`config.mk`:
```
export PLATFORM = sky130hd
export DESIGN_NAME = uart_cmd_bridge
export DESIGN_NICKNAME = d
export VERILOG_FILES = /design/src/common/uart_bridge_pkg.sv /design/src/uart/uart_tx.sv /design/src/uart/uart_rx.sv /design/src/verilog/cmd_sequencer.sv /design/src/verilog/uart_cmd_bridge.sv
export SDC_FILE = /design/constraint.sdc
export NUM_CORES = 1
export LEC_CHECK = 0
export ABC_CLOCK_PERIOD_IN_PS = 1700
export CORE_ASPECT_RATIO = 1.5
export CORE_MARGIN = 5
export CORE_UTILIZATION = 50
export CTS_BUF_LIST = sky130_fd_sc_hd__clkbuf_8
export CTS_CLUSTER_DIAMETER = 100
export DETAILED_ROUTE_END_ITERATION = 7
export DONT_BUFFER_PORTS = 1
export GPL_TIMING_DRIVEN = 0
export PLACE_DENSITY = 0.65
export SLEW_MARGIN = 20
export SYNTH_ARGS = -nofsm -noshare
export SYNTH_HDL_FRONTEND = slang
export SYNTH_SLANG_ARGS = --single-unit
```
`constraint.sdc`:
```
create_clock -name clk -period 1.7 [get_ports clk]
set_input_delay 0.085 -clock clk [delete_from_list [all_inputs] [get_ports clk]]
set_output_delay 0.085 -clock clk [all_outputs]
set_load 0.01 [all_outputs]
```
`src/common/uart_bridge_pkg.sv`:
```
package uart_bridge_pkg;

  // Command word layout.
  localparam int CMD_WIDTH  = 16;
  localparam int DATA_WIDTH = 8;
  localparam int ADDR_WIDTH = 7;
  localparam int RW_BIT     = 15; // 1 is a write.

  // Serial timing.
  localparam int CLKS_PER_BIT = 8; // 434 on a 50 MHz board at 115200 baud.
  localparam int FRAME_BITS   = 11;
  localparam int GAP_CYCLES   = 100;
  localparam int RESP_TIMEOUT = 400;

  localparam int BIT_CNT_WIDTH  = $clog2(FRAME_BITS);
  localparam int BAUD_CNT_WIDTH = $clog2(CLKS_PER_BIT);
  localparam int GAP_CNT_WIDTH  = $clog2(GAP_CYCLES);
  localparam int TMO_CNT_WIDTH  = $clog2(RESP_TIMEOUT);

  // Sequencer states.
  localparam int STATE_WIDTH = 3;
  localparam logic [STATE_WIDTH-1:0] ST_IDLE    = 3'd0;
  localparam logic [STATE_WIDTH-1:0] ST_SEND_HI = 3'd1;
  localparam logic [STATE_WIDTH-1:0] ST_HI_WAIT = 3'd2;
  localparam logic [STATE_WIDTH-1:0] ST_GAP     = 3'd3;
  localparam logic [STATE_WIDTH-1:0] ST_SEND_LO = 3'd4;
  localparam logic [STATE_WIDTH-1:0] ST_LO_WAIT = 3'd5;
  localparam logic [STATE_WIDTH-1:0] ST_AWAIT   = 3'd6;
  localparam logic [STATE_WIDTH-1:0] ST_REPORT  = 3'd7;

endpackage

```
`src/uart/uart_tx.sv`:
```
`timescale 1ns/1ps

module uart_tx (
  input  logic                                  clk,
  input  logic                                  rst_n,
  input  logic [uart_bridge_pkg::DATA_WIDTH-1:0] tx_byte,
  input  logic                                  tx_vld,
  output logic                                  tx_rdy,
  output logic                                  tx
);
  import uart_bridge_pkg::*;

  logic                      busy;
  logic [BAUD_CNT_WIDTH-1:0] baud_cnt;
  logic [BIT_CNT_WIDTH-1:0]  bit_cnt;
  logic [FRAME_BITS-2:0]     frame_q; // Stop, parity and data, sent from bit 0 up.
  logic                      start;
  logic                      bit_end;

  assign tx_rdy  = ~busy;
  assign start   = tx_vld & tx_rdy;
  assign bit_end = busy && (baud_cnt == BAUD_CNT_WIDTH'(CLKS_PER_BIT - 1));

  always_ff @(posedge clk or negedge rst_n)
  begin
    if (!rst_n)
    begin
      busy     <= 1'b0;
      baud_cnt <= '0;
      bit_cnt  <= '0;
      tx       <= 1'b1;
    end
    else if (start)
    begin
      busy     <= 1'b1;
      baud_cnt <= '0;
      bit_cnt  <= '0;
      tx       <= 1'b0; // Start bit.
    end
    else if (bit_end)
    begin
      baud_cnt <= '0;
      if (bit_cnt == BIT_CNT_WIDTH'(FRAME_BITS - 1))
      begin
        busy <= 1'b0;
        tx   <= 1'b1;
      end
      else
      begin
        bit_cnt <= bit_cnt + 1'b1;
        tx      <= frame_q[0];
      end
    end
    else if (busy)
    begin
      baud_cnt <= baud_cnt + 1'b1;
    end
  end

  // Odd parity makes the nine bits hold an odd number of ones.
  always_ff @(posedge clk)
  begin
    if (start)
    begin
      frame_q <= {1'b1, ~^tx_byte, tx_byte};
    end
    else if (bit_end)
    begin
      frame_q <= {1'b1, frame_q[FRAME_BITS-2:1]};
    end
  end

endmodule

```
`src/uart/uart_rx.sv`:
```
`timescale 1ns/1ps

module uart_rx (
  input  logic                                  clk,
  input  logic                                  rst_n,
  input  logic                                  rx,
  output logic [uart_bridge_pkg::DATA_WIDTH-1:0] rx_byte,
  output logic                                  rx_vld,
  output logic                                  rx_err
);
  import uart_bridge_pkg::*;

  logic                      rx_meta;
  logic                      rx_sync;
  logic                      rx_prev;
  logic                      busy;
  logic [BAUD_CNT_WIDTH-1:0] baud_cnt;
  logic [BIT_CNT_WIDTH-1:0]  bit_cnt;
  logic [DATA_WIDTH-1:0]     shift_q;
  logic                      par_q;
  logic                      fall;
  logic                      bit_end;
  logic                      sample;

  assign fall    = rx_prev & ~rx_sync;
  assign bit_end = baud_cnt == BAUD_CNT_WIDTH'(CLKS_PER_BIT - 1);
  assign sample  = busy && (baud_cnt == BAUD_CNT_WIDTH'(CLKS_PER_BIT / 2 - 1));

  // Line idles high.
  always_ff @(posedge clk or negedge rst_n)
  begin
    if (!rst_n)
    begin
      rx_meta <= 1'b1;
      rx_sync <= 1'b1;
      rx_prev <= 1'b1;
    end
    else
    begin
      rx_meta <= rx;
      rx_sync <= rx_meta;
      rx_prev <= rx_sync;
    end
  end

  always_ff @(posedge clk or negedge rst_n)
  begin
    if (!rst_n)
    begin
      busy     <= 1'b0;
      baud_cnt <= '0;
      bit_cnt  <= '0;
      rx_vld   <= 1'b0;
    end
    else
    begin
      rx_vld <= 1'b0;
      if (!busy)
      begin
        if (fall)
        begin
          busy     <= 1'b1;
          baud_cnt <= BAUD_CNT_WIDTH'(1); // Low level already seen for one cycle.
          bit_cnt  <= '0;
        end
      end
      else
      begin
        baud_cnt <= bit_end ? '0 : baud_cnt + 1'b1;
        if (bit_end)
          bit_cnt <= bit_cnt + 1'b1;
        if (sample)
        begin
          if (bit_cnt == '0 && rx_sync)
            busy <= 1'b0; // Glitch, not a start bit.
          else if (bit_cnt == BIT_CNT_WIDTH'(FRAME_BITS - 1))
          begin
            busy   <= 1'b0;
            rx_vld <= 1'b1;
          end
        end
      end
    end
  end

  always_ff @(posedge clk)
  begin
    if (sample)
    begin
      if (bit_cnt >= BIT_CNT_WIDTH'(1) && bit_cnt <= BIT_CNT_WIDTH'(DATA_WIDTH))
        shift_q <= {rx_sync, shift_q[DATA_WIDTH-1:1]}; // LSB arrives first.
      if (bit_cnt == BIT_CNT_WIDTH'(DATA_WIDTH + 1))
        par_q <= rx_sync;
      if (bit_cnt == BIT_CNT_WIDTH'(FRAME_BITS - 1))
      begin
        rx_byte <= shift_q;
        rx_err  <= ~(^{par_q, shift_q}) | ~rx_sync;
      end
    end
  end

endmodule

```
`src/verilog/cmd_sequencer.sv`:
```
`timescale 1ns/1ps

module cmd_sequencer (
  input  logic                                  clk,
  input  logic                                  rst_n,
  input  logic [uart_bridge_pkg::CMD_WIDTH-1:0]  cmd_in,
  input  logic                                  cmd_vld,
  input  logic                                  tx_rdy,
  input  logic [uart_bridge_pkg::DATA_WIDTH-1:0] rx_byte,
  input  logic                                  rx_vld,
  input  logic                                  rx_err,
  output logic                                  cmd_rdy,
  output logic [uart_bridge_pkg::DATA_WIDTH-1:0] tx_byte,
  output logic                                  tx_vld,
  output logic                                  read_vld,
  output logic [uart_bridge_pkg::DATA_WIDTH-1:0] read_data,
  output logic                                  read_err
);
  import uart_bridge_pkg::*;

  logic [STATE_WIDTH-1:0]   state;
  logic [CMD_WIDTH-1:0]     cmd_buf;
  logic [GAP_CNT_WIDTH-1:0] gap_cnt;
  logic [TMO_CNT_WIDTH-1:0] tmo_cnt;
  logic [DATA_WIDTH-1:0]    hi_byte;
  logic                     cmd_take;
  logic                     is_write;
  logic                     gap_done;
  logic                     tmo_hit;

  assign cmd_rdy  = state == ST_IDLE;
  assign cmd_take = cmd_vld & cmd_rdy;
  assign is_write = cmd_buf[RW_BIT];
  assign hi_byte  = {cmd_buf[RW_BIT], cmd_buf[RW_BIT-1 -: ADDR_WIDTH]};

  assign tx_vld   = (state == ST_SEND_HI) || (state == ST_SEND_LO);
  assign tx_byte  = (state == ST_SEND_LO) ? cmd_buf[DATA_WIDTH-1:0] : hi_byte;
  assign read_vld = state == ST_REPORT;

  // Gap state lasts GAP_CYCLES - 2 cycles.
  // The wait-state exit and the low-byte hand-off add two more.
  assign gap_done = gap_cnt == GAP_CNT_WIDTH'(GAP_CYCLES - 3);
  assign tmo_hit  = tmo_cnt == TMO_CNT_WIDTH'(RESP_TIMEOUT - 1);

  always_ff @(posedge clk or negedge rst_n)
  begin
    if (!rst_n)
    begin
      state   <= ST_IDLE;
      gap_cnt <= '0;
      tmo_cnt <= '0;
    end
    else
    begin
      case (state)
        ST_IDLE:
        begin
          if (cmd_take)
            state <= ST_SEND_HI;
        end
        ST_SEND_HI:
        begin
          if (tx_rdy)
            state <= ST_HI_WAIT;
        end
        ST_HI_WAIT:
        begin
          if (tx_rdy) // Stop bit of the high byte is over.
          begin
            if (is_write)
            begin
              state   <= ST_GAP;
              gap_cnt <= '0;
            end
            else
            begin
              state   <= ST_AWAIT;
              tmo_cnt <= '0;
            end
          end
        end
        ST_GAP:
        begin
          if (gap_done)
            state <= ST_SEND_LO;
          else
            gap_cnt <= gap_cnt + 1'b1;
        end
        ST_SEND_LO:
        begin
          if (tx_rdy)
            state <= ST_LO_WAIT;
        end
        ST_LO_WAIT:
        begin
          if (tx_rdy)
            state <= ST_IDLE;
        end
        ST_AWAIT:
        begin
          if (rx_vld || tmo_hit)
            state <= ST_REPORT;
          else
            tmo_cnt <= tmo_cnt + 1'b1;
        end
        ST_REPORT:
        begin
          state <= ST_IDLE;
        end
        default:
        begin
          state <= ST_IDLE;
        end
      endcase
    end
  end

  always_ff @(posedge clk)
  begin
    if (cmd_take)
      cmd_buf <= cmd_in;
    if (state == ST_AWAIT)
    begin
      if (rx_vld)
      begin
        read_data <= rx_byte;
        read_err  <= rx_err;
      end
      else if (tmo_hit)
      begin
        read_data <= '0; // No answer from the device.
        read_err  <= 1'b1;
      end
    end
  end

endmodule

```
`src/verilog/uart_cmd_bridge.sv`:
```
`timescale 1ns/1ps

module uart_cmd_bridge (
  input  logic                                  clk,
  input  logic                                  rst_n,
  input  logic [uart_bridge_pkg::CMD_WIDTH-1:0]  cmd_in,
  input  logic                                  cmd_vld,
  input  logic                                  rx,
  output logic                                  cmd_rdy,
  output logic                                  tx,
  output logic                                  read_vld,
  output logic [uart_bridge_pkg::DATA_WIDTH-1:0] read_data,
  output logic                                  read_err
);
  import uart_bridge_pkg::*;

  logic [DATA_WIDTH-1:0] tx_byte;
  logic                  tx_vld;
  logic                  tx_rdy;
  logic [DATA_WIDTH-1:0] rx_byte;
  logic                  rx_vld;
  logic                  rx_err;

  cmd_sequencer cmd_sequencer_inst (
    .clk       (clk),
    .rst_n     (rst_n),
    .cmd_in    (cmd_in),
    .cmd_vld   (cmd_vld),
    .tx_rdy    (tx_rdy),
    .rx_byte   (rx_byte),
    .rx_vld    (rx_vld),
    .rx_err    (rx_err),
    .cmd_rdy   (cmd_rdy),
    .tx_byte   (tx_byte),
    .tx_vld    (tx_vld),
    .read_vld  (read_vld),
    .read_data (read_data),
    .read_err  (read_err)
  );

  uart_tx uart_tx_inst (
    .clk     (clk),
    .rst_n   (rst_n),
    .tx_byte (tx_byte),
    .tx_vld  (tx_vld),
    .tx_rdy  (tx_rdy),
    .tx      (tx)
  );

  // Response path from the remote device.
  uart_rx uart_rx_inst (
    .clk     (clk),
    .rst_n   (rst_n),
    .rx      (rx),
    .rx_byte (rx_byte),
    .rx_vld  (rx_vld),
    .rx_err  (rx_err)
  );

endmodule

```
==> impl_results.md, run 1 <==
* Result of the run: finished clean
* RSZ-0062 raised after global routing: true
* Number of buffer cells added on primary ports at 0
* Fin nets at 415
* Most common library cell in the layout ignoring fill and taps: sky130_fd_sc_hd__edfxtp_1
* Met3 usage at 3.156%
* Hold Worst Slack at 74.75 ps
* DRC violation total after the first TritonRoute iteration at 144
* Maximum buffer depth of the clock tree at 2
* Commonest cells after routing, fill and taps aside: sky130_fd_sc_hd__edfxtp_1, sky130_fd_sc_hd__dfrtp_1, sky130_fd_sc_hd__nand2_1
* Number of placed instances with taps included at 446
* Accumulated negative setup slack at 0 ps
* Number of antenna violations at the first check in global routing at 0
* Reg2reg start: cmd_sequencer_inst.tmo_cnt[1]
* RePlAce Congestion at 0.7744
* Clk Latency, worst-skew pair at 350 ps
* I/O pin count at 32
* Data required time at the worst endpoint at 1930 ps
* Yosys warning total at 0
* Net count of the mapped netlist at 373
* Clk sink count at 92
* Post-synthesis cell count at 339
* Final critical-path required period at 1657 ps
* Clock root buffer: sky130_fd_sc_hd__clkbuf_8
* Global routing usage on met2 at 28.21%
* Max-slew headroom at 69.79%
* Crit share post-route at 97.47%
* Worst-path clk slew at 80 ps
* Peak supply drop at 0.8827 mV
* Peak Freq at 603.5 MHz
* GRT Overall Usage at 15.41%
* WP data arrival at 1890 ps
* Share of flip-flops with an asynchronous set or reset at 43.48%
* Leak at 1.951 nW
* Half-perimeter wire length after detailed placement at 5.229 mm
* Number of storage elements in the synthesis netlist at 92
* Final routed DRC violation total at 0
* H-tree levels at 3
* Critical hold path startpoint: cmd_vld
* Number of cell rows at 41
* Chip width at 85 um
* Final Skew at 9.497 ps
* Synth cell types at 45
* Layout Cell Area excl Fill at 5067 sq um
* Final cell utilization of the core at 60.98%
* First-pass GRT wire length at 12.65 mm
* Inserted Diodes at 0
* Post-synth top area share at 37.01%
* GRT Max-Usage Layer: met2
* Fillers at 661
* Worst Setup SP: cmd_sequencer_inst.tmo_cnt[1]
* Cell type with the highest aggregate area in the netlist: sky130_fd_sc_hd__edfxtp_1
* Synth area leaders: sky130_fd_sc_hd__edfxtp_1, sky130_fd_sc_hd__dfrtp_1, sky130_fd_sc_hd__xnor2_1, sky130_fd_sc_hd__ha_1, sky130_fd_sc_hd__o21ai_0
* Critical Path Source Type: flip-flop
* WS Path Type: reg -> reg
* Number of pins with negative max-slew slack in the final report at 0
* Worst-margin pin slew at 449.7 ps
* Share of the yosys chip area belonging to registers at 60.85%
* Layout cells sized above 1 at 18.65%
* Final setup vio count at 0
* Hold/Removal Path Class: in -> reg
* Post-route antenna net violation count at 0
* Number of enable-type register cells in the synthesized netlist at 52
* Sum of routed wire length over all layers at 7.803 mm
* WL per Instance at 15.83 um
* Area of the placeable core at 8310 sq um
* CP max FO at 4
* Synthesized cell area at 4219 sq um
* Post-route non-filler standard cell count at 493
* Count of maximum capacitance violations at 0
* Pre-antenna DRT Iters at 4
* Met1 routing resource usage after global routing at 16.97%
* Mean instance size in the synthesized netlist at 12.45 sq um
* Total power density per cell area at 965.7 nW/um^2
* Total Die Area at 10410 sq um
* Initial standard-cell utilization of the core at 50.77%
* Vias post-DR at 2620
* Global route total overflow at 0
* Synthesis-to-finish area growth at 20.11%
* Number of CTS-inserted buffers at 9
* Placed standard-cell area at 4363 sq um
* Pin count of the biggest net entering global routing at 41
* Fin. Hold Viols at 0
* Prevailing post-synth register cell: sky130_fd_sc_hd__edfxtp_1
* Vertical die dimension at 122.5 um
* Average via count per standard cell at 5.314
* Via count of the first global-routing pass at 2681
* CTS tree: yes
* Sort of element at the end of the critical path: flip-flop
report_power, final:
part / total, mW / switching (mW) / internal (mW)
sequential: 2.67 / 0.140 / 2.53
clock: 1.50 / 0.737 / 0.764
combinational: 0.720 / 0.352 / 0.368
cells by family (layout without fill, tap and decap cells):
group | Yosys count | count (layout) | synth area share, %
and+or+nand+nor | 115 | 117 | 14.92
xor gates and xnor gates | 38 | 38 | 7.889
adders and majority gates | 14 | 14 | 4.152
DFF | 92 | 92 | 60.85
muxes | 13 | 13 | 3.173
AOI/OAI and AO/OA | 45 | 45 | 6.584
buffers and inverters | 22 | 67 | 2.432
metal layers:
layer | vias to the layer above | routed length, um
li1 | 1279 | -
met1 | 1288 | 3055
met2 | 41 | 4375
met3 | 12 | 232
met4 | 0 | 138
met5 | - | 0
final timing paths:
kind	end	slack (ps)	cells past startpoint
worst max-delay path	cmd_sequencer_inst.state[0]	40	6
worst min-delay path	cmd_sequencer_inst.cmd_buf[0]	70	1
worst max register to register	cmd_sequencer_inst.state[0]	40	6
worst min register to register	uart_rx_inst.rx_sync	360	0
max in group asynchronous	uart_rx_inst.rx_meta	1240	2
min in group asynchronous	uart_tx_inst.bit_cnt[3]	180	2
registers in the layout, indices dropped and copies added, names as in the netlist, 4 cells and up:
signal and count:
cmd_sequencer_inst.cmd_buf 16, cmd_sequencer_inst.gap_cnt 7, cmd_sequencer_inst.read_data 8, cmd_sequencer_inst.tmo_cnt 9, uart_rx_inst.bit_cnt 4, uart_rx_inst.rx_byte 8, uart_rx_inst.shift_q 8, uart_tx_inst.bit_cnt 4
uart_tx_inst.frame_q 9
repair_timing:
action	in CTS	in global routing
resized for setup	13	38
hold endpoints to repair	57	0
hold buffers	19	0
setup endpoints to repair	66	70
gates cloned	0	2
buffers inserted	3	7
pin swaps	2	11
synthesized netlist by cell type (3+ instances only):
cell type and instances:
sky130_fd_sc_hd__and2_1 14, sky130_fd_sc_hd__mux2i_1 10, sky130_fd_sc_hd__a21oi_1 8, sky130_fd_sc_hd__nand4_1 4
sky130_fd_sc_hd__clkbuf_1 4, sky130_fd_sc_hd__nor2_1 26, sky130_fd_sc_hd__o211ai_1 3, sky130_fd_sc_hd__nor3b_1 3
sky130_fd_sc_hd__buf_2 4, sky130_fd_sc_hd__nand3b_1 4, sky130_fd_sc_hd__nand3_1 9, sky130_fd_sc_hd__xnor2_1 28
sky130_fd_sc_hd__nand2b_1 4, sky130_fd_sc_hd__nor3_1 3, sky130_fd_sc_hd__and3_1 3, sky130_fd_sc_hd__o21ai_0 24
sky130_fd_sc_hd__dfstp_2 4, sky130_fd_sc_hd__xor2_1 10, sky130_fd_sc_hd__dfrtp_1 36, sky130_fd_sc_hd__inv_1 11
sky130_fd_sc_hd__nor2b_1 4, sky130_fd_sc_hd__edfxtp_1 52, sky130_fd_sc_hd__nand2_1 29, sky130_fd_sc_hd__ha_1 14
final cells by class:
type	instances	area [sq um]	share of cell area, %
flip-flops and latches	92	2570	50.72
multi-input cells	227	1729	34.12
repair buffers	29	295.3	5.827
clock buffers	11	151.4	2.988
well taps	107	133.9	2.642
plain buffers	11	88.84	1.753
clock inverters	5	57.56	1.136
inverters	11	41.29	0.8148
worst max-delay path, stage by stage, from the launching register on:
cell and delay, ps:
sky130_fd_sc_hd__dfrtp_1 420, sky130_fd_sc_hd__ha_2 210, sky130_fd_sc_hd__and3_4 200, sky130_fd_sc_hd__a31oi_4 220
sky130_fd_sc_hd__mux2_4 190, sky130_fd_sc_hd__a21oi_2 40, sky130_fd_sc_hd__mux2_4 260
metrics by stage:
step | total power, mW | setup slack (ps)
floorplan | 3.112 | -0.1759
global placement | 3.209 | -378.2
detailed placement | 3.241 | -398.5
CTS | 4.896 | -118.9
global route | 5.163 | -46.54
finish | 4.894 | 43.09
Power figures use the tool's default switching activity.
==> inputs of run 2 (changes only) <==
==> constraint.sdc (replaced) <==
create_clock -name clk -period 1.7 [get_ports clk]
set_input_delay 0.34 -clock clk [delete_from_list [all_inputs] [get_ports clk]]
set_output_delay 0.34 -clock clk [all_outputs]
set_load 0.01 [all_outputs]
==> run 2 against run 1 <==
Compared with the run above:
- core utilization is 2.2 points lower
- clock skew is 1.4 ps higher
- global-route usage is 0.38 points lower
- via count is 4.3% lower
- routed wire length is 4.5% lower
- final cell count is 4.1% lower
- register-to-register slack worse by 30 ps
- hold slack better by 3.8 ps
- first-iteration DRC count is 17% lower
- flip-flop and latch count stayed put
- critical path depth stayed put
- critical path type unchanged
==> impl_results.md, run 2 (synthesis results as in run 1) <==
* Total chip power at 4.885 mW (-0.17%)
* Post-route antenna net violation count at 0 (unchanged)
* H-tree levels at 3 (unchanged)
* Vias post-DR at 2507 (-4.3%)
* Sum of routed wire length over all layers at 7.451 mm (-4.5%)
* WL per Instance at 15.75 um (-0.47%)
* Maximum buffer depth of the clock tree at 2 (unchanged)
* Number of buffer cells added on primary ports at 0 (unchanged)
* Multi-input gate area at 1722 sq um (-0.43%)
* Worst-margin pin slew at 457.3 ps (+7.583 ps)
* Final Skew at 10.85 ps (+1.358 ps)
* Wire length on met3 at 213 um (-8.2%)
* Initial standard-cell utilization of the core at 50.77% (unchanged)
* Count of maximum capacitance violations at 0 (unchanged)
* Fin. Hold Viols at 0 (unchanged)
* Number of pins with negative max-slew slack in the final report at 0 (unchanged)
* DRC violation total after the first TritonRoute iteration at 120 (-17%)
* Pin count of the biggest net entering global routing at 41 (unchanged)
* GRT Overall Usage at 15.03% (-0.38 points)
* Largest registers: cmd_sequencer_inst.cmd_buf: 16 flops, cmd_sequencer_inst.tmo_cnt: 9 flops, uart_tx_inst.frame_q: 9 flops
* Leak at 1.870 nW (-4.1%)
* I/O pin count at 32 (unchanged)
* Most common library cell in the layout ignoring fill and taps: sky130_fd_sc_hd__edfxtp_1
* Clk Latency, worst-skew pair at 350 ps (about the same)
* Peak supply drop at 0.8860 mV (+0.38%)
* Average via count per standard cell at 5.300 (-0.27%)
* Final routed DRC violation total at 0 (unchanged)
* WP data arrival at 1920 ps (+30 ps)
* CP max FO at 4 (unchanged)
* First-pass GRT wire length at 12.32 mm (-2.6%)
* Clk sink count at 92 (unchanged)
* Commonest cells after routing, fill and taps aside: sky130_fd_sc_hd__edfxtp_1, sky130_fd_sc_hd__dfrtp_1, sky130_fd_sc_hd__nand2_1
* Vertical die dimension at 122.5 um (unchanged)
* CP dominant cell by count: sky130_fd_sc_hd__mux2_4
* Inserted Diodes at 0 (unchanged)
* RePlAce Congestion at 0.7744 (unchanged)
* Chip width at 85 um (unchanged)
* Worst setup timing slack at the placement stage at -398.5 ps (unchanged)
* Register area at 2569 sq um (about the same)
* Slowest library cell on the worst path: sky130_fd_sc_hd__dfrtp_1
* Max-slew headroom at 69.28% (-0.51 points)
* Global route total overflow at 0 (unchanged)
* Total power density per cell area at 999.4 nW/um^2 (+3.5%)
* Final critical-path required period at 1692 ps (+34.74 ps)
* Peak Freq at 591.1 MHz (-2.1%)
* Result of the run: finished clean
* Number of CTS-inserted buffers at 9 (unchanged)
* Length of routed met2 wiring at 4.091 mm (-6.5%)
* Clock root buffer: sky130_fd_sc_hd__clkbuf_8
* Met1 WL at 2.996 mm (-1.9%)
* Cells along the critical path: ha_2 -> and3_4 -> a31oi_4 -> mux2_4 -> a21oi_2 -> mux2_4
* Max incr delay on CP at 420 ps (about the same)
* Flip-flop count of the largest register, all copies and words added at 16 (unchanged)
* Data required time at the worst endpoint at 1930 ps (about the same)
* Fin nets at 395 (-4.8%)
* Via count of the first global-routing pass at 2587 (-3.5%)
* Top register by number of flip-flops: cmd_sequencer_inst.cmd_buf
* Hold/Removal Path Class: in -> reg
* Number of cell rows at 41 (unchanged)
* Crit share post-route at 99.51% (+2.0 points)
* Layout cells sized above 1 at 18.58% (-0.074 points)
* RSZ-0062 raised after global routing: true
* Synthesis-to-finish area growth at 15.87%
* Number of antenna violations at the first check in global routing at 0 (unchanged)
* Worst-path clk slew at 90 ps (about the same)
* Critical Path Source Type: flip-flop
* Final setup vio count at 0 (unchanged)
* Total Die Area at 10410 sq um (unchanged)
* Pre-antenna DRT Iters at 4 (unchanged)
* Fillers at 671 (+1.5%)
* Uppermost layer routed: met4
* Setup slack of the critical path after layout at 8.356 ps (-34.74 ps)
* Half-perimeter wire length after detailed placement at 5.229 mm (unchanged)
* Sort of element at the end of the critical path: flip-flop
* CTS tree: yes
* Area of the placeable core at 8310 sq um (unchanged)
* WS Path Type: reg -> reg
-- run 2: per-layer routing --
metal / GRT usage [%] / up-vias
met5: 0 / -
met4: 6.832 / 0
met3: 3.224 / 14
met2: 27.04 / 32
met1: 16.86 / 1229
li1: - / 1232
-- run 2: final timing paths --
check | from | end | slack [ps] | cells past startpoint
setup / recovery | cmd_sequencer_inst.tmo_cnt[1] | cmd_sequencer_inst.state[0] | 8 | 6
hold / removal | cmd_in[15] | cmd_sequencer_inst.cmd_buf[15] | 80 | 0
setup reg to reg | cmd_sequencer_inst.tmo_cnt[1] | cmd_sequencer_inst.state[0] | 8 | 6
hold reg to reg | uart_rx_inst.rx_meta | uart_rx_inst.rx_sync | 360 | 0
max in group asynchronous | rst_n | uart_rx_inst.rx_meta | 990 | 2
min in group asynchronous | rst_n | uart_tx_inst.bit_cnt[3] | 440 | 2
-- run 2: stage by stage --
step	area [sq um]	hold WS, ps	TNS, ps	cells	utilization [%]
6_report	4888	78.52	0	473	58.82
5_1_grt	4888	54.41	-256.7	473	58.82
4_1_cts	4718	52.17	-113.1	468	56.78
3_5_place_dp	4363	45.61	-12970	446	52.50
3_3_place_gp	4363	45.48	-10830	446	52.50
2_1_floorplan	4229	44.41	-0.1759	339	-
-- run 2: worst max-delay path: cells and delay by family, from the launching register on --
family | cells | cell delay (ps)
adders and majority gates | 1 | 200
and+or+nand+nor | 1 | 190
DFF | 1 | 420
AOI/OAI and AO/OA | 2 | 290
muxes | 2 | 460
-- run 2: cell type report --
class                      count  area share (%)
sequential                    92           52.55
clock buffer                  11           3.097
multi-input combinational    226           35.22
tap                          107           2.739
buffer                        11           1.971
clock inverter                 5           1.177
inverter                      11          0.8446
timing repair buffer          10           2.406
-- run 2: repair_timing --
item	in CTS	in global routing
endpoints found under the hold margin	41	0
setup endpoints to repair	67	63
gates cloned	0	1
gates resized for setup	18	31
hold buffers	3	0
buffers inserted	3	4
pin swaps	3	8
-- run 2: power by group --
part           switching, mW  internal [mW]  total (mW)
Sequential             0.141           2.53        2.67
Clock                  0.758          0.764        1.52
Combinational          0.347          0.344       0.690
Total                   1.25           3.64        4.89
